==> src/hw/axi_wr_config.svh <==
/*
 * Build-time sizes for the AXI frame write master.
 * Included by the package and by any RTL file that needs a raw size.
 * Change values here only. Every stage picks them up at compile time.
 */

`ifndef AXI_WR_CONFIG_SVH
`define AXI_WR_CONFIG_SVH

// Bus widths
`define AXW_ADDR_W        32
`define AXW_DATA_W        64
`define AXW_ID_W          4

// Picture layout, data beats per encoded block
`define AXW_BEATS_PER_BLK 4

// Burst shaping
`define AXW_MAX_BURST     16

// Bursts the address channel may run ahead of data
`define AXW_DESC_DEPTH    4

`endif

==> src/hw/axi_wr_pkg.sv <==
/*
 * Shared types for the frame write master and its testbench.
 * Refer to them by scoped name, e.g. axi_wr_pkg::addr_t.
 */

`include "axi_wr_config.svh"

package axi_wr_pkg;

    // ----------------------------------------
    // Widths with a meaning
    // ----------------------------------------
    typedef logic [`AXW_ADDR_W-1:0]     addr_t;
    typedef logic [`AXW_DATA_W-1:0]     data_t;
    typedef logic [`AXW_DATA_W/8-1:0]   strb_t;
    typedef logic [`AXW_ID_W-1:0]       axid_t;
    typedef logic [9:0]                 blk_cnt_t;
    typedef logic [23:0]                beat_cnt_t;
    // AXI encoding, beats minus one
    typedef logic [7:0]                 len_t;

    // ----------------------------------------
    // Encodings
    // ----------------------------------------
    typedef enum logic [1:0] {
        OKAY   = 2'b00,
        EXOKAY = 2'b01,
        SLVERR = 2'b10,
        DECERR = 2'b11
    } resp_e;

    typedef enum logic [1:0] {
        IDLE,
        ISSUE,
        WAIT_Q
    } plan_state_e;

endpackage

==> src/hw/burst_if.sv <==
/*
 * Burst descriptor link from the address stage to the data stage.
 * One descriptor per AXI burst; moves when valid and ready are both high.
 */

`timescale 1ns/10ps

interface burst_if;

    logic                  desc_valid;
    logic                  desc_ready;
    axi_wr_pkg::len_t      desc_len;
    axi_wr_pkg::axid_t     desc_id;
    // Last burst of the job
    logic                  desc_final;

    modport planner
    (
        output desc_valid,
        input  desc_ready,
        output desc_len,
        output desc_id,
        output desc_final
    );

    modport streamer
    (
        input  desc_valid,
        output desc_ready,
        input  desc_len,
        input  desc_id,
        input  desc_final
    );

endinterface

==> src/hw/axi_frame_writer.sv <==
/*
 * Frame write master top. Accepts a job of base address and picture
 * size, pulls beats from the upstream source and writes them over AXI
 * in INCR bursts. Ends each job with done and err on the same cycle.
 */

`timescale 1ns/10ps

module axi_frame_writer
(
    input  logic                 clk,
    input  logic                 rst_n,

    // Job request
    input  logic                 job_valid,
    output logic                 job_ready,
    input  axi_wr_pkg::addr_t    job_base,
    input  axi_wr_pkg::blk_cnt_t job_cols,
    input  axi_wr_pkg::blk_cnt_t job_rows,

    // Upstream beats
    input  logic                 src_valid,
    output logic                 src_ready,
    input  axi_wr_pkg::data_t    src_data,

    // AXI write address
    output axi_wr_pkg::axid_t    awid,
    output axi_wr_pkg::addr_t    awaddr,
    output axi_wr_pkg::len_t     awlen,
    output logic                 awvalid,
    input  logic                 awready,

    // AXI write data
    output axi_wr_pkg::data_t    wdata,
    output axi_wr_pkg::strb_t    wstrb,
    output logic                 wlast,
    output logic                 wvalid,
    input  logic                 wready,

    // AXI write response
    input  logic                 bvalid,
    input  axi_wr_pkg::axid_t    bid,
    input  logic [1:0]           bresp,
    output logic                 bready,

    // Job status
    output logic                 done,
    output logic                 err
);

    logic              aw_fire;
    axi_wr_pkg::axid_t aw_id;
    logic              aw_final;

    burst_if i_burst_if ();

    // ----------------------------------------
    // Decode, execute, result
    // ----------------------------------------
    wr_burst_planner i_wr_burst_planner
    (
        .clk       (clk),
        .rst_n     (rst_n),
        .job_valid (job_valid),
        .job_ready (job_ready),
        .job_base  (job_base),
        .job_cols  (job_cols),
        .job_rows  (job_rows),
        .job_done  (done),
        .awid      (awid),
        .awaddr    (awaddr),
        .awlen     (awlen),
        .awvalid   (awvalid),
        .awready   (awready),
        .desc      (i_burst_if.planner),
        .aw_fire   (aw_fire),
        .aw_id     (aw_id),
        .aw_final  (aw_final)
    );

    wr_beat_streamer i_wr_beat_streamer
    (
        .clk       (clk),
        .rst_n     (rst_n),
        .desc      (i_burst_if.streamer),
        .src_valid (src_valid),
        .src_ready (src_ready),
        .src_data  (src_data),
        .wdata     (wdata),
        .wstrb     (wstrb),
        .wlast     (wlast),
        .wvalid    (wvalid),
        .wready    (wready)
    );

    wr_resp_tracker i_wr_resp_tracker
    (
        .clk      (clk),
        .rst_n    (rst_n),
        .aw_fire  (aw_fire),
        .aw_id    (aw_id),
        .aw_final (aw_final),
        .bvalid   (bvalid),
        .bid      (bid),
        .bresp    (bresp),
        .bready   (bready),
        .done     (done),
        .err      (err)
    );

endmodule

==> src/hw/wr_beat_streamer.sv <==
/*
 * Execute stage. Takes one burst descriptor at a time and moves that
 * many beats from the upstream source onto the W channel, raising wlast
 * on the burst's final beat. Source and W handshakes are joined, so a
 * stalled wready holds the source.
 */

`timescale 1ns/10ps

module wr_beat_streamer
(
    input  logic              clk,
    input  logic              rst_n,
    burst_if.streamer         desc,
    input  logic              src_valid,
    output logic              src_ready,
    input  axi_wr_pkg::data_t src_data,
    output axi_wr_pkg::data_t wdata,
    output axi_wr_pkg::strb_t wstrb,
    output logic              wlast,
    output logic              wvalid,
    input  logic              wready
);

    logic               active;
    axi_wr_pkg::len_t   cur_len;
    axi_wr_pkg::len_t   beat_cnt;
    logic               w_fire;
    logic               desc_fire;

    // ----------------------------------------
    // Descriptor intake
    // ----------------------------------------
    // Free again on the last beat, so bursts can go back to back
    assign desc.desc_ready = !active || (w_fire && wlast);
    assign desc_fire       = desc.desc_valid && desc.desc_ready;

    // ----------------------------------------
    // Joined source and W handshake
    // ----------------------------------------
    assign wvalid    = active && src_valid;
    assign src_ready = active && wready;
    assign wdata     = src_data;
    // Full-width transfers only
    assign wstrb     = '1;
    assign wlast     = active && (beat_cnt == cur_len);
    assign w_fire    = wvalid && wready;

    always_ff @(posedge clk or negedge rst_n)
    begin
        if (!rst_n)
        begin
            active   <= 1'b0;
            beat_cnt <= '0;
        end
        else
        begin
            if (desc_fire)
            begin
                active   <= 1'b1;
                beat_cnt <= '0;
            end
            else if (w_fire)
            begin
                if (wlast)
                    active <= 1'b0;
                else
                    beat_cnt <= beat_cnt + 1'b1;
            end
        end
    end

    // Burst length of the active descriptor
    always_ff @(posedge clk)
    begin
        if (desc_fire)
            cur_len <= desc.desc_len;
    end

endmodule

==> src/hw/wr_burst_planner.sv <==
/*
 * Decode stage. Takes a job, sizes it in beats and cuts it into INCR
 * bursts on the AW channel. Each issued burst is queued as a descriptor
 * for the data stage, so addresses can run a few bursts ahead of data.
 */

`timescale 1ns/10ps
`include "axi_wr_config.svh"

module wr_burst_planner
(
    input  logic                 clk,
    input  logic                 rst_n,
    input  logic                 job_valid,
    output logic                 job_ready,
    input  axi_wr_pkg::addr_t    job_base,
    input  axi_wr_pkg::blk_cnt_t job_cols,
    input  axi_wr_pkg::blk_cnt_t job_rows,
    input  logic                 job_done,
    output axi_wr_pkg::axid_t    awid,
    output axi_wr_pkg::addr_t    awaddr,
    output axi_wr_pkg::len_t     awlen,
    output logic                 awvalid,
    input  logic                 awready,
    burst_if.planner             desc,
    output logic                 aw_fire,
    output axi_wr_pkg::axid_t    aw_id,
    output logic                 aw_final
);

    localparam int QW = $clog2(`AXW_DESC_DEPTH);
    localparam int CW = $clog2(`AXW_DESC_DEPTH + 1);
    localparam axi_wr_pkg::beat_cnt_t MAX_BEATS = axi_wr_pkg::beat_cnt_t'(`AXW_MAX_BURST);
    localparam axi_wr_pkg::addr_t STRIDE =
        axi_wr_pkg::addr_t'(`AXW_MAX_BURST * (`AXW_DATA_W / 8));

    axi_wr_pkg::plan_state_e state;
    logic                    job_fire;
    logic                    job_open;
    axi_wr_pkg::beat_cnt_t   job_beats;
    axi_wr_pkg::beat_cnt_t   rem_beats;
    axi_wr_pkg::beat_cnt_t   cur_beats;
    logic                    is_final;
    axi_wr_pkg::addr_t       next_addr;
    axi_wr_pkg::axid_t       id_cnt;

    axi_wr_pkg::len_t        q_len   [`AXW_DESC_DEPTH];
    axi_wr_pkg::axid_t       q_id    [`AXW_DESC_DEPTH];
    logic                    q_final [`AXW_DESC_DEPTH];
    logic [QW-1:0]           wr_ptr;
    logic [QW-1:0]           rd_ptr;
    logic [CW-1:0]           q_cnt;
    logic [CW-1:0]           q_cnt_next;
    logic                    q_pop;

    // ----------------------------------------
    // Job sizing and burst slicing
    // ----------------------------------------
    assign job_ready = (state == axi_wr_pkg::IDLE) && !job_open;
    assign job_fire  = job_valid && job_ready;
    assign job_beats = axi_wr_pkg::beat_cnt_t'(job_cols) * axi_wr_pkg::beat_cnt_t'(job_rows)
                     * axi_wr_pkg::beat_cnt_t'(`AXW_BEATS_PER_BLK);

    assign is_final  = (rem_beats <= MAX_BEATS);
    assign cur_beats = is_final ? rem_beats : MAX_BEATS;

    assign awvalid   = (state == axi_wr_pkg::ISSUE);
    assign awaddr    = next_addr;
    assign awlen     = axi_wr_pkg::len_t'(cur_beats - 1'b1);
    assign awid      = id_cnt;
    assign aw_fire   = awvalid && awready;
    assign aw_id     = id_cnt;
    // Without aw_fire this flags an empty job to the tracker
    assign aw_final  = aw_fire ? is_final : (job_fire && (job_beats == '0));

    always_ff @(posedge clk or negedge rst_n)
    begin
        if (!rst_n)
        begin
            state     <= axi_wr_pkg::IDLE;
            job_open  <= 1'b0;
            rem_beats <= '0;
            id_cnt    <= '0;
        end
        else
        begin
            if (job_fire)
                job_open <= 1'b1;
            else if (job_done)
                job_open <= 1'b0;

            case (state)
                axi_wr_pkg::IDLE:
                begin
                    if (job_fire)
                    begin
                        rem_beats <= job_beats;
                        if (job_beats != '0)
                            state <= axi_wr_pkg::ISSUE;
                    end
                end
                axi_wr_pkg::ISSUE:
                begin
                    if (aw_fire)
                    begin
                        rem_beats <= rem_beats - cur_beats;
                        id_cnt    <= id_cnt + 1'b1;
                        if (is_final)
                            state <= axi_wr_pkg::IDLE;
                        else if (q_cnt_next == CW'(`AXW_DESC_DEPTH))
                            state <= axi_wr_pkg::WAIT_Q;
                    end
                end
                axi_wr_pkg::WAIT_Q:
                begin
                    // Resume once the data stage frees a slot
                    if (q_cnt_next != CW'(`AXW_DESC_DEPTH))
                        state <= axi_wr_pkg::ISSUE;
                end
                default:
                    state <= axi_wr_pkg::IDLE;
            endcase
        end
    end

    always_ff @(posedge clk)
    begin
        if (job_fire)
            next_addr <= job_base;
        else if (aw_fire)
            next_addr <= next_addr + STRIDE;
    end

    // ----------------------------------------
    // Descriptor queue
    // ----------------------------------------
    assign q_pop           = desc.desc_valid && desc.desc_ready;
    assign q_cnt_next      = q_cnt + CW'(aw_fire) - CW'(q_pop);
    assign desc.desc_valid = (q_cnt != '0);
    assign desc.desc_len   = q_len[rd_ptr];
    assign desc.desc_id    = q_id[rd_ptr];
    assign desc.desc_final = q_final[rd_ptr];

    always_ff @(posedge clk or negedge rst_n)
    begin
        if (!rst_n)
        begin
            wr_ptr <= '0;
            rd_ptr <= '0;
            q_cnt  <= '0;
        end
        else
        begin
            q_cnt <= q_cnt_next;
            if (aw_fire)
                wr_ptr <= (wr_ptr == QW'(`AXW_DESC_DEPTH - 1)) ? '0 : wr_ptr + 1'b1;
            if (q_pop)
                rd_ptr <= (rd_ptr == QW'(`AXW_DESC_DEPTH - 1)) ? '0 : rd_ptr + 1'b1;
        end
    end

    always_ff @(posedge clk)
    begin
        if (aw_fire)
        begin
            q_len[wr_ptr]   <= awlen;
            q_id[wr_ptr]    <= id_cnt;
            q_final[wr_ptr] <= is_final;
        end
    end

endmodule

==> src/hw/wr_resp_tracker.sv <==
/*
 * Result stage. Counts bursts in flight, checks every B response for an
 * OKAY code and the expected in-order ID, and ends the job with a done
 * pulse that carries the job's error flag.
 */

`timescale 1ns/10ps

module wr_resp_tracker
(
    input  logic              clk,
    input  logic              rst_n,
    input  logic              aw_fire,
    input  axi_wr_pkg::axid_t aw_id,
    input  logic              aw_final,
    input  logic              bvalid,
    input  axi_wr_pkg::axid_t bid,
    input  logic [1:0]        bresp,
    output logic              bready,
    output logic              done,
    output logic              err
);

    axi_wr_pkg::beat_cnt_t out_cnt;
    axi_wr_pkg::axid_t     exp_id;
    logic                  final_issued;
    logic                  job_err;
    logic                  b_fire;
    logic                  bad_resp;
    logic                  final_hit;
    logic                  empty_job;

    assign bready    = (out_cnt != '0);
    assign b_fire    = bvalid && bready;
    assign bad_resp  = (bresp != 2'(axi_wr_pkg::OKAY)) || (bid != exp_id);
    // Responses come back in order, so the last one in flight is the final one
    assign final_hit = b_fire && final_issued && (out_cnt == 24'd1);
    assign empty_job = aw_final && !aw_fire;

    // ----------------------------------------
    // In-flight accounting
    // ----------------------------------------
    always_ff @(posedge clk or negedge rst_n)
    begin
        if (!rst_n)
        begin
            out_cnt      <= '0;
            exp_id       <= '0;
            final_issued <= 1'b0;
        end
        else
        begin
            out_cnt <= out_cnt + 24'(aw_fire) - 24'(b_fire);
            // Resync to the issued ID whenever nothing is in flight
            if (aw_fire && (out_cnt == '0))
                exp_id <= aw_id;
            else if (b_fire)
                exp_id <= exp_id + 1'b1;

            if (aw_fire && aw_final)
                final_issued <= 1'b1;
            else if (final_hit)
                final_issued <= 1'b0;
        end
    end

    // ----------------------------------------
    // Job status
    // ----------------------------------------
    always_ff @(posedge clk or negedge rst_n)
    begin
        if (!rst_n)
        begin
            job_err <= 1'b0;
            done    <= 1'b0;
            err     <= 1'b0;
        end
        else
        begin
            if (final_hit)
                job_err <= 1'b0;
            else if (b_fire && bad_resp)
                job_err <= 1'b1;

            done <= final_hit || empty_job;
            err  <= final_hit && (job_err || bad_resp);
        end
    end

endmodule

==> config.mk <==
export PLATFORM = sky130hd
export DESIGN_NAME = axi_frame_writer
export DESIGN_NICKNAME = d
export VERILOG_FILES = /design/src/hw/axi_wr_pkg.sv /design/src/hw/burst_if.sv /design/src/hw/axi_frame_writer.sv /design/src/hw/wr_beat_streamer.sv /design/src/hw/wr_burst_planner.sv /design/src/hw/wr_resp_tracker.sv
export VERILOG_INCLUDE_DIRS = /design/src /design/src/hw
export SDC_FILE = /design/constraint.sdc
export NUM_CORES = 1
export LEC_CHECK = 0
export BUFFER_PORTS_ARGS = -buffer_cell sky130_fd_sc_hd__buf_2
export CAP_MARGIN = 20
export CELL_PAD_IN_SITES_DETAIL_PLACEMENT = 1
export CELL_PAD_IN_SITES_GLOBAL_PLACEMENT = 2
export CORE_ASPECT_RATIO = 2
export CORE_MARGIN = 2
export CORE_UTILIZATION = 37
export CTS_CLUSTER_DIAMETER = 60
export DETAILED_ROUTE_END_ITERATION = 8
export GPL_ROUTABILITY_DRIVEN = 0
export GPL_TIMING_DRIVEN = 0
export HOLD_SLACK_MARGIN = 0.1
export PLACE_DENSITY_LB_ADDON = 0.05
export SLEW_MARGIN = 20
export SYNTH_ARGS = -nofsm -noshare
export SYNTH_HDL_FRONTEND = slang
export SYNTH_SLANG_ARGS = --single-unit
==> constraint.sdc <==
create_clock -name clk -period 8.25 [get_ports clk]
set_input_delay 0.825 -clock clk [delete_from_list [all_inputs] [get_ports clk]]
set_output_delay 0.825 -clock clk [all_outputs]
set_load 0.05 [all_outputs]
==> metrics.log, run 1 <==
[metrics] post-route antenna net violation count: 0
[metrics] diode insertion count for antenna repair: 0
[metrics] required time of the critical path: 8.59 ns
[metrics] arrival time worst endpoint: 6.96 ns
[metrics] leading area contributor after synthesis: sky130_fd_sc_hd__edfxtp_1
[metrics] effective utilization at floorplan: a little under two fifths
[metrics] Netlist cell types: 74
[metrics] ratio of total power to cell area: 346 nW/um^2
[metrics] portion of the clock cycle consumed by the worst path in the final layout: 80.3%
[metrics] Die Y-Extent: 261 um
[metrics] Bufs on Longest Clock Path: 2
[metrics] leakage component of the power: 6.53 nW
[metrics] final hold violation count: 0
[metrics] fraction of the yosys area taken by sequential cells: 33.8%
[metrics] path type of the worst min-delay path: in2async
[metrics] Final Slew Violations: 0
[metrics] die outline width: 133 um
[metrics] fmax: 151 MHz
[metrics] DR iter-0 viols: 366
[metrics] setup tns final: 0 ns
[metrics] number of levels in the clock H-tree: 4
[metrics] post-cts gate resize count: 0
[metrics] drc violations: 0
[metrics] post-route minimum period: 6.62 ns
[metrics] register-to-register setup slack: 3.69 ns
[metrics] FF-to-FF path depth: 17
[metrics] PortBufs: 172
[metrics] warnings from Yosys: 0
[metrics] first-pass iteration count of the detailed router: 4
[metrics] share of flip-flops with an asynchronous set or reset after synthesis: 52.3%
[metrics] result of the run: complete, no violations
[metrics] endpoint type of the worst setup path: flop
[metrics] # clock sinks: 151
[metrics] Hold-fix buffers, CTS: 0
[metrics] CTS Root Cell: sky130_fd_sc_hd__clkbuf_16
[metrics] number of inserted filler cells in the final layout: between 3000 and 4000
[metrics] wire length per cell after detailed routing: 19.1 um
[metrics] number of enable-type register cells in the synthesized netlist: between 70 and 80
[metrics] io pins: 253
[metrics] Finished Cell Area: 14400 um^2
[metrics] maximum vdd drop: 142 uV
[metrics] Synth Register Bits: 151
[metrics] setup repair after global routing missed its margin: no
[metrics] transition time at the pin with the least slew margin: roughly 1.1 ns
[metrics] number of global-route vias before repair: 10800
[metrics] maximum number of pins on one net before global-route repair: 58
[metrics] most frequent cells after synthesis: sky130_fd_sc_hd__nand2_1 (125), sky130_fd_sc_hd__inv_1 (116), sky130_fd_sc_hd__ha_1 (103), sky130_fd_sc_hd__dfrtp_1 (79)
[metrics] WL final: 36700 um
[metrics] buffers inserted during post-CTS setup optimization: 0
[metrics] clk_skew: 0.0126 ns
[metrics] worst-case setup margin in the final layout: 1.63 ns
[metrics] beginning of the worst register-to-register path: i_wr_beat_streamer.beat_cnt[5]$_DFFE_PN0P_
[metrics] number of buffers created by CTS: 17
[metrics] terminus of the critical flop-to-flop path: i_wr_burst_planner.state[0]$_DFFE_PN0P_
[metrics] critical path class: in2reg
[metrics] area occupied by multi-input gates: around 7000 um^2
[metrics] worst setup slack after placement: 1.06 ns
[metrics] DP Area: 13700 um^2
[metrics] first-pass GRT wire length: 57400 um
[metrics] detail-routed via count per cell: 5.17
[metrics] final layout net count: 1769
[metrics] TritonCTS clock tree: done
[metrics] Synth area leaders: sky130_fd_sc_hd__edfxtp_1 (18%), sky130_fd_sc_hd__dfrtp_1 (16%), sky130_fd_sc_hd__ha_1 (11%)
[metrics] total global routing overflow: 0
[metrics] startpoint types: input port
[metrics] most instantiated flip-flop cell in the synthesis netlist: sky130_fd_sc_hd__dfrtp_1
[metrics] count leader, synth: sky130_fd_sc_hd__nand2_1
[metrics] final setup violation count: 0
[metrics] Die Area: ~35000 um^2
[metrics] area grow syn2layout: 17.2%
[metrics] detailed placement HPWL: 30400 um
[metrics] global-route total usage across every layer: a little over a fifth
[metrics] Max-cap violations: 0
[metrics] core region area: 32800 um^2
[metrics] Worst-Skew Late Latency: 0.45 ns
[metrics] antenna violations before repair: 0
[metrics] area share of the largest cell type after synthesis: between 10% and 20%
[metrics] Worst slew margin: between 20% and 30%
[metrics] share of cells above drive strength 1: 20.2%
[metrics] Post-Synthesis Cell Area: around 12000 um^2
[metrics] Worst-path clk slew: approximately 0.06 ns
[metrics] number of placement rows: 94
[metrics] cell count after synthesis: 1273
[metrics] average cell area after synthesis: 9.62 um^2
[metrics] maximum fanout along the worst path: 10
[metrics] number of vias after detailed routing: 9918
[metrics] Register Area: between 4000 and 5000 um^2
-- layout make-up --
type	count	area share, %
Multi-Input combinational cell	899	48.8
Sequential cell	151	28.8
Timing Repair Buffer	174	6.37
Buffer	111	4.79
Tap cell	432	3.76
Clock buffer	20	3.11
Inverter	119	3.11
Clock inverter	12	1.23
-- worst max-delay path, stage by stage --
cell and delay (ns):
sky130_fd_sc_hd__clkbuf_1 0.44, sky130_fd_sc_hd__nand2_1 0.17, sky130_fd_sc_hd__fa_1 0.57, sky130_fd_sc_hd__inv_1 0.06, sky130_fd_sc_hd__fa_1 0.49, sky130_fd_sc_hd__inv_1 0.05, sky130_fd_sc_hd__fa_1 0.47, sky130_fd_sc_hd__inv_1 0.05
sky130_fd_sc_hd__fa_1 0.52, sky130_fd_sc_hd__inv_1 0.05, sky130_fd_sc_hd__fa_1 0.53, sky130_fd_sc_hd__inv_1 0.04, sky130_fd_sc_hd__ha_1 0.26, sky130_fd_sc_hd__clkbuf_1 0.29, sky130_fd_sc_hd__and3b_1 0.23, sky130_fd_sc_hd__a211oi_1 0.22
sky130_fd_sc_hd__nand3_1 0.14, sky130_fd_sc_hd__nor2_1 0.13, sky130_fd_sc_hd__nand4_1 0.12, sky130_fd_sc_hd__or4_1 0.51, sky130_fd_sc_hd__or4_1 0.56, sky130_fd_sc_hd__a21bo_1 0.22
-- through the flow --
| step | hold slack (ns) | utilization, % | std cells | power (mW) |
|---|---|---|---|---|
| after floorplan | 0.450 | - | 1280 | 3.39 |
| after global placement | 0.481 | 41.7 | 1884 | 4.11 |
| after detailed placement | 0.485 | 41.9 | 1886 | 4.17 |
| after CTS | 0.233 | 43.8 | 1918 | 5.05 |
| after global routing | 0.249 | 43.8 | 1918 | 5.43 |
| final | 0.240 | 43.8 | 1918 | 4.96 |
-- registers in the layout (all words and copies together), names as in the netlist, 2 cells and up --
name                          cells
i_wr_beat_streamer.beat_cnt       8
i_wr_beat_streamer.cur_len        8
i_wr_burst_planner.aw_id          4
i_wr_burst_planner.awaddr        32
i_wr_burst_planner.q_cnt          3
i_wr_burst_planner.q_len         32
i_wr_burst_planner.rd_ptr         2
i_wr_burst_planner.rem_beats     24
i_wr_burst_planner.state          2
i_wr_burst_planner.wr_ptr         2
i_wr_resp_tracker.exp_id          4
i_wr_resp_tracker.out_cnt        24
-- cells in the final DEF (no fill, tap or decap), types with 9 or more instances in the layout --
cell / instances
sky130_fd_sc_hd__xor2_1: 36
sky130_fd_sc_hd__o21ai_0: 68
sky130_fd_sc_hd__clkbuf_1: 38
sky130_fd_sc_hd__and3_1: 24
sky130_fd_sc_hd__dfrtp_1: 79
sky130_fd_sc_hd__xnor2_1: 45
sky130_fd_sc_hd__a21oi_1: 62
sky130_fd_sc_hd__inv_1: 116
sky130_fd_sc_hd__nand2b_1: 10
sky130_fd_sc_hd__nor3_1: 25
sky130_fd_sc_hd__nor4_1: 10
sky130_fd_sc_hd__buf_2: 172
sky130_fd_sc_hd__nand3_1: 22
sky130_fd_sc_hd__edfxtp_1: 72
sky130_fd_sc_hd__clkbuf_16: 17
sky130_fd_sc_hd__nand4_1: 14
sky130_fd_sc_hd__nand2_1: 125
sky130_fd_sc_hd__conb_1: 9
sky130_fd_sc_hd__buf_4: 72
sky130_fd_sc_hd__nor2_1: 64
sky130_fd_sc_hd__ha_1: 103
sky130_fd_sc_hd__fa_1: 64
sky130_fd_sc_hd__and2_1: 69
-- logic make-up (layout without fill, tap and decap cells) --
family,after synthesis,after routing,synth area share [%]
DFF,151,151,33.8
and+or+nand+nor,404,404,16.7
AOI/OAI and AO/OA,226,226,11.6
other,2,9,0.0613
adders and majority gates,167,167,21.0
buffers and inverters,230,436,9.26
xor gates and xnor gates,81,81,5.79
muxes,12,12,1.82
-- worst max-delay path by stage --
stage	start	end	slack, ns
floorplan	job_rows[3]	i_wr_burst_planner.state[0]$_DFFE_PN0P_	1.95
global placement	job_cols[5]	i_wr_burst_planner.state[0]$_DFFE_PN0P_	1.18
detailed placement	job_cols[5]	i_wr_burst_planner.state[0]$_DFFE_PN0P_	1.06
CTS	job_cols[5]	i_wr_burst_planner.state[0]$_DFFE_PN0P_	1.54
global route	job_rows[3]	i_wr_burst_planner.state[0]$_DFFE_PN0P_	1.30
finish	job_cols[5]	i_wr_burst_planner.state[0]$_DFFE_PN0P_	1.63
-- power breakdown --
part | switching, mW | internal, mW | total, mW
Combinational | 1.79 | 1.16 | 2.95
Sequential | 0.163 | 0.995 | 1.16
Clock | 0.338 | 0.514 | 0.852
Total | 2.29 | 2.67 | 4.96
-- metal layers --
layer / GRT usage [%] / vias to the layer above / wire length, um
li1: - / 4686 / -
met3: 2.34 / 46 / 695
met4: 7.95 / 0 / 1000
met2: 47.5 / 158 / 23500
met1: 18.7 / 5028 / 11500
met5: 0 / - / 0
(Power assumes the default switching activity.)
==> inputs of run 2 (changes only) <==
--- a/config.mk
+++ b/config.mk
@@ -6,13 +6,14 @@
 export SDC_FILE = /design/constraint.sdc
 export NUM_CORES = 1
 export LEC_CHECK = 0
+export ABC_AREA = 1
 export BUFFER_PORTS_ARGS = -buffer_cell sky130_fd_sc_hd__buf_2
 export CAP_MARGIN = 20
 export CELL_PAD_IN_SITES_DETAIL_PLACEMENT = 1
 export CELL_PAD_IN_SITES_GLOBAL_PLACEMENT = 2
 export CORE_ASPECT_RATIO = 2
 export CORE_MARGIN = 2
-export CORE_UTILIZATION = 37
+export CORE_UTILIZATION = 33
 export CTS_CLUSTER_DIAMETER = 60
 export DETAILED_ROUTE_END_ITERATION = 8
 export GPL_ROUTABILITY_DRIVEN = 0
==> constraint.sdc (replaced) <==
create_clock -name clk -period 6.63 [get_ports clk]
set_input_delay 0.663 -clock clk [delete_from_list [all_inputs] [get_ports clk]]
set_output_delay 0.663 -clock clk [all_outputs]
set_load 0.05 [all_outputs]
==> metrics.log, run 2 <==
[metrics] result of the run: complete, no violations (unchanged)
[metrics] wire length per cell after detailed routing: 17.2 um (was 19.1 um)
[metrics] Synth Register Bits: 151 (unchanged)
[metrics] area share of the largest cell type after synthesis: 16.1% (was 17.7%)
[metrics] startpoint types: input port (unchanged)
[metrics] fraction of the yosys area taken by sequential cells: 30.8% (was 33.8%)
[metrics] final layout net count: 2224 (was 1769)
[metrics] TritonCTS clock tree: done (unchanged)
[metrics] core region area: 40200 um^2 (was 32800 um^2)
[metrics] share of cells above drive strength 1: 16.1% (was 20.2%)
[metrics] maximum fanout along the worst path: 10 (unchanged)
[metrics] maximum vdd drop: 233 uV (was 142 uV)
[metrics] path type of the worst min-delay path: reg2reg (was in2async)
[metrics] share of flip-flops with an asynchronous set or reset after synthesis: 52.3% (unchanged)
[metrics] first-pass iteration count of the detailed router: 4 (unchanged)
[metrics] first-pass GRT wire length: 67300 um (was 57400 um)
[metrics] endpoint type of the worst setup path: flop (unchanged)
[metrics] Max-cap violations: 0 (unchanged)
[metrics] most frequent standard cell in the layout excluding fill and tap cells: sky130_fd_sc_hd__nand2_1 (was sky130_fd_sc_hd__buf_2)
[metrics] delay of the slowest cell on the worst path: 0.56 ns (was 0.57 ns)
[metrics] relative contribution of combinational cells to total power: 58.2% (was 59.5%)
[metrics] Die Area: 42500 um^2 (was 34700 um^2)
[metrics] Final Slew Violations: 0 (unchanged)
[metrics] drc violations: 0 (unchanged)
[metrics] maximum number of pins on one net before global-route repair: 61 (was 58)
[metrics] most frequent cells in the layout: sky130_fd_sc_hd__nand2_1 (409), sky130_fd_sc_hd__inv_1 (331), sky130_fd_sc_hd__buf_2 (165), sky130_fd_sc_hd__nor2_1 (127), sky130_fd_sc_hd__ha_1 (103) (was sky130_fd_sc_hd__buf_2 (172), sky130_fd_sc_hd__nand2_1 (125), sky130_fd_sc_hd__inv_1 (116), sky130_fd_sc_hd__ha_1 (103), sky130_fd_sc_hd__dfrtp_1 (79))
[metrics] leakage component of the power: 8.29 nW (was 6.53 nW)
[metrics] cell at the slowest stage of the critical path: sky130_fd_sc_hd__fa_1 (unchanged)
[metrics] die outline width: 147 um (was 133 um)
[metrics] average cell area after synthesis: 7.73 um^2 (was 9.62 um^2)
[metrics] portion of the clock cycle consumed by the worst path in the final layout: 90.4%
[metrics] leading area contributor after synthesis: sky130_fd_sc_hd__edfxtp_1 (unchanged)
[metrics] count leader, synth: sky130_fd_sc_hd__nand2_1 (unchanged)
[metrics] switching power: 2.61 mW (was 2.29 mW)
[metrics] number of vias after detailed routing: 11700 (was 9918)
[metrics] non-filler cells, final: 2473 (was 1918)
[metrics] Netlist cell types: 52 (was 74)
[metrics] post-cts gate resize count: 0 (unchanged)
[metrics] post-route worst hold slack: 0.463 ns (was 0.240 ns)
[metrics] arrival time worst endpoint: 6.33 ns (was 6.96 ns)
[metrics] PortBufs: 160 (was 172)
[metrics] warnings from Yosys: 0 (unchanged)
[metrics] Die Y-Extent: 290 um (was 261 um)
[metrics] io pins: 253 (unchanged)
[metrics] effective utilization at floorplan: 33.5% (was 37.3%)
[metrics] WL final: 42500 um (was 36700 um)
[metrics] buffers inserted during post-CTS setup optimization: 0 (unchanged)
[metrics] DR iter-0 viols: 293 (was 366)
[metrics] number of enable-type register cells in the synthesized netlist: 72 (unchanged)
[metrics] number of buffers created by CTS: 17 (unchanged)
[metrics] number of global-route vias before repair: 12900 (was 10800)
[metrics] switching power as a share of total power: 47.8% (was 46.2%)
[metrics] worst-case setup margin in the final layout: 0.633 ns (was 1.63 ns)
[metrics] cell count after synthesis: 1740 (was 1273)
[metrics] number of levels in the clock H-tree: 4 (unchanged)
[metrics] antenna violations before repair: 1 (was 0)
[metrics] global-route total usage across every layer: 20.3% (was 21.4%)
[metrics] transition time at the pin with the least slew margin: 0.902 ns (was 1.11 ns)
[metrics] area grow syn2layout: 15.9% (was 17.2%)
[metrics] most instantiated flip-flop cell in the synthesis netlist: sky130_fd_sc_hd__dfrtp_1 (unchanged)
[metrics] most frequent cells after synthesis: sky130_fd_sc_hd__nand2_1 (409), sky130_fd_sc_hd__inv_1 (331), sky130_fd_sc_hd__nor2_1 (127), sky130_fd_sc_hd__ha_1 (103), sky130_fd_sc_hd__nand3_1 (95) (was sky130_fd_sc_hd__nand2_1 (125), sky130_fd_sc_hd__inv_1 (116), sky130_fd_sc_hd__ha_1 (103), sky130_fd_sc_hd__dfrtp_1 (79))
[metrics] required time of the critical path: 6.96 ns (was 8.59 ns)
[metrics] # clock sinks: 151 (unchanged)
[metrics] Synth area leaders: sky130_fd_sc_hd__edfxtp_1 (16%), sky130_fd_sc_hd__dfrtp_1 (15%), sky130_fd_sc_hd__nand2_1 (11%) (was sky130_fd_sc_hd__edfxtp_1 (18%), sky130_fd_sc_hd__dfrtp_1 (16%), sky130_fd_sc_hd__ha_1 (11%))
[metrics] setup repair after global routing missed its margin: no (unchanged)
[metrics] Hold-fix buffers, CTS: 1 (was 0)
[metrics] clk_skew: 0.0125 ns (was 0.0126 ns)
[metrics] fmax: 167 MHz
[metrics] Post-Synthesis Cell Area: 13500 um^2 (was 12200 um^2)
[metrics] detailed placement HPWL: 35900 um (was 30400 um)
[metrics] Bufs on Longest Clock Path: 2 (unchanged)
[metrics] CTS Root Cell: sky130_fd_sc_hd__clkbuf_16 (unchanged)
[metrics] final hold violation count: 0 (unchanged)
[metrics] Post-Place Cells: 2438 (was 1886)
[metrics] worst setup slack after placement: 0.141 ns (was 1.06 ns)
[metrics] number of placement rows: 104 (was 94)
[metrics] Seq pwr share: 22.9% (was 23.3%)
[metrics] critical path class: in2reg (unchanged)
[metrics] clock group share of total power: 18.9% (was 17.2%)
[metrics] total global routing overflow: 0 (unchanged)
[metrics] number of inserted filler cells in the final layout: 5025 (was 3808)
[metrics] setup tns final: 0 ns (unchanged)
[metrics] post-route antenna net violation count: 0 (unchanged)
[metrics] post-route minimum period: 6.00 ns
[metrics] Worst-path clk slew: 0.06 ns (about the same)
[metrics] Int Pwr: 2.86 mW (was 2.67 mW)
[metrics] detail-routed via count per cell: 4.74 (was 5.17)
[metrics] Worst slew margin: 39.9% (was 25.0%)
[metrics] most common cell type on the critical path: sky130_fd_sc_hd__nand2_1
[metrics] Worst-Skew Late Latency: 0.45 ns (about the same)
[metrics] ratio of total power to cell area: 351 nW/um^2 (was 346 nW/um^2)
[metrics] final setup violation count: 0 (unchanged)
run 2: path summary, 6_finish.rpt:
path | slack, ns | to | depth (start not counted) | start
setup / recovery | 0.63 | i_wr_burst_planner.state[1]$_DFFE_PN0P_ | 26 | job_cols[5]
hold / removal | 0.46 | i_wr_burst_planner.job_open$_DFFE_PN0P_ | 1 | i_wr_resp_tracker.done$_DFF_PN0_
setup reg to reg | 2.52 | i_wr_burst_planner.state[1]$_DFFE_PN0P_ | 21 | i_wr_beat_streamer.beat_cnt[5]$_DFFE_PN0P_
hold reg to reg | 0.46 | i_wr_burst_planner.job_open$_DFFE_PN0P_ | 1 | i_wr_resp_tracker.done$_DFF_PN0_
max in group asynchronous | 5.34 | i_wr_resp_tracker.final_issued$_DFFE_PN0P_ | 3 | rst_n
min in group asynchronous | 0.64 | i_wr_burst_planner.rd_ptr[1]$_DFFE_PN0P_ | 2 | rst_n
run 2: per-layer routing:
| metal | track usage (%) | vias up | share of wire (%) |
|---|---|---|---|
| met5 | 0 | - | 0 |
| met4 | 9.30 | 0 | 4.2 |
| met3 | 2.15 | 76 | 2.5 |
| met2 | 43.8 | 202 | 61 |
| met1 | 18.1 | 5702 | 32 |
| li1 | - | 5747 | - |
run 2: final cells by class:
class	instances	area [um^2]	area share, %
multi-input cells	1146	7340	47.1
flip-flops and latches	151	4140	26.5
inverters	337	1260	8.11
repair buffers	162	845	5.42
plain buffers	113	728	4.67
well taps	530	663	4.25
clock buffers	18	429	2.75
clock inverters	14	173	1.11
diodes	2	5.00	0.0321
run 2: through the flow:
stage | instance area (um^2) | power, mW | utilization, %
after detailed placement | 15000 | 4.52 | 37.2
final | 15600 | 5.47 | 38.8
after global placement | 14900 | 4.46 | 37.2
after global routing | 15600 | 6.05 | 38.8
after floorplan | 13500 | 3.63 | -
after CTS | 15600 | 5.58 | 38.8
run 2: kinds of logic (layout without fill, tap and decap cells):
logic type / Yosys count / count (layout) / synth area share (%)
other: 2 / 11 / 0.0558
DFF: 151 / 151 / 30.8
adders and majority gates: 167 / 167 / 19.1
AOI/OAI and AO/OA: 167 / 167 / 6.92
and+or+nand+nor: 735 / 735 / 23.9
xor gates and xnor gates: 68 / 68 / 4.43
buffers and inverters: 450 / 644 / 14.8
run 2: power groups by stage:
stage                     Clock (mW)  Sequential [mW]  Combinational, mW
after floorplan                    0             1.23               2.40
after global placement             0             1.27               3.19
after detailed placement           0             1.27               3.24
after CTS                       1.06             1.26               3.27
after global routing            1.09             1.27               3.70
final                           1.03             1.25               3.18
run 2: critical path, delay by kind of cell:
| kind | cells | cell delay (ns) |
|---|---|---|
| adders and majority gates | 6 | 2.93 |
| buffers and inverters | 6 | 0.73 |
| and+or+nand+nor | 14 | 1.97 |
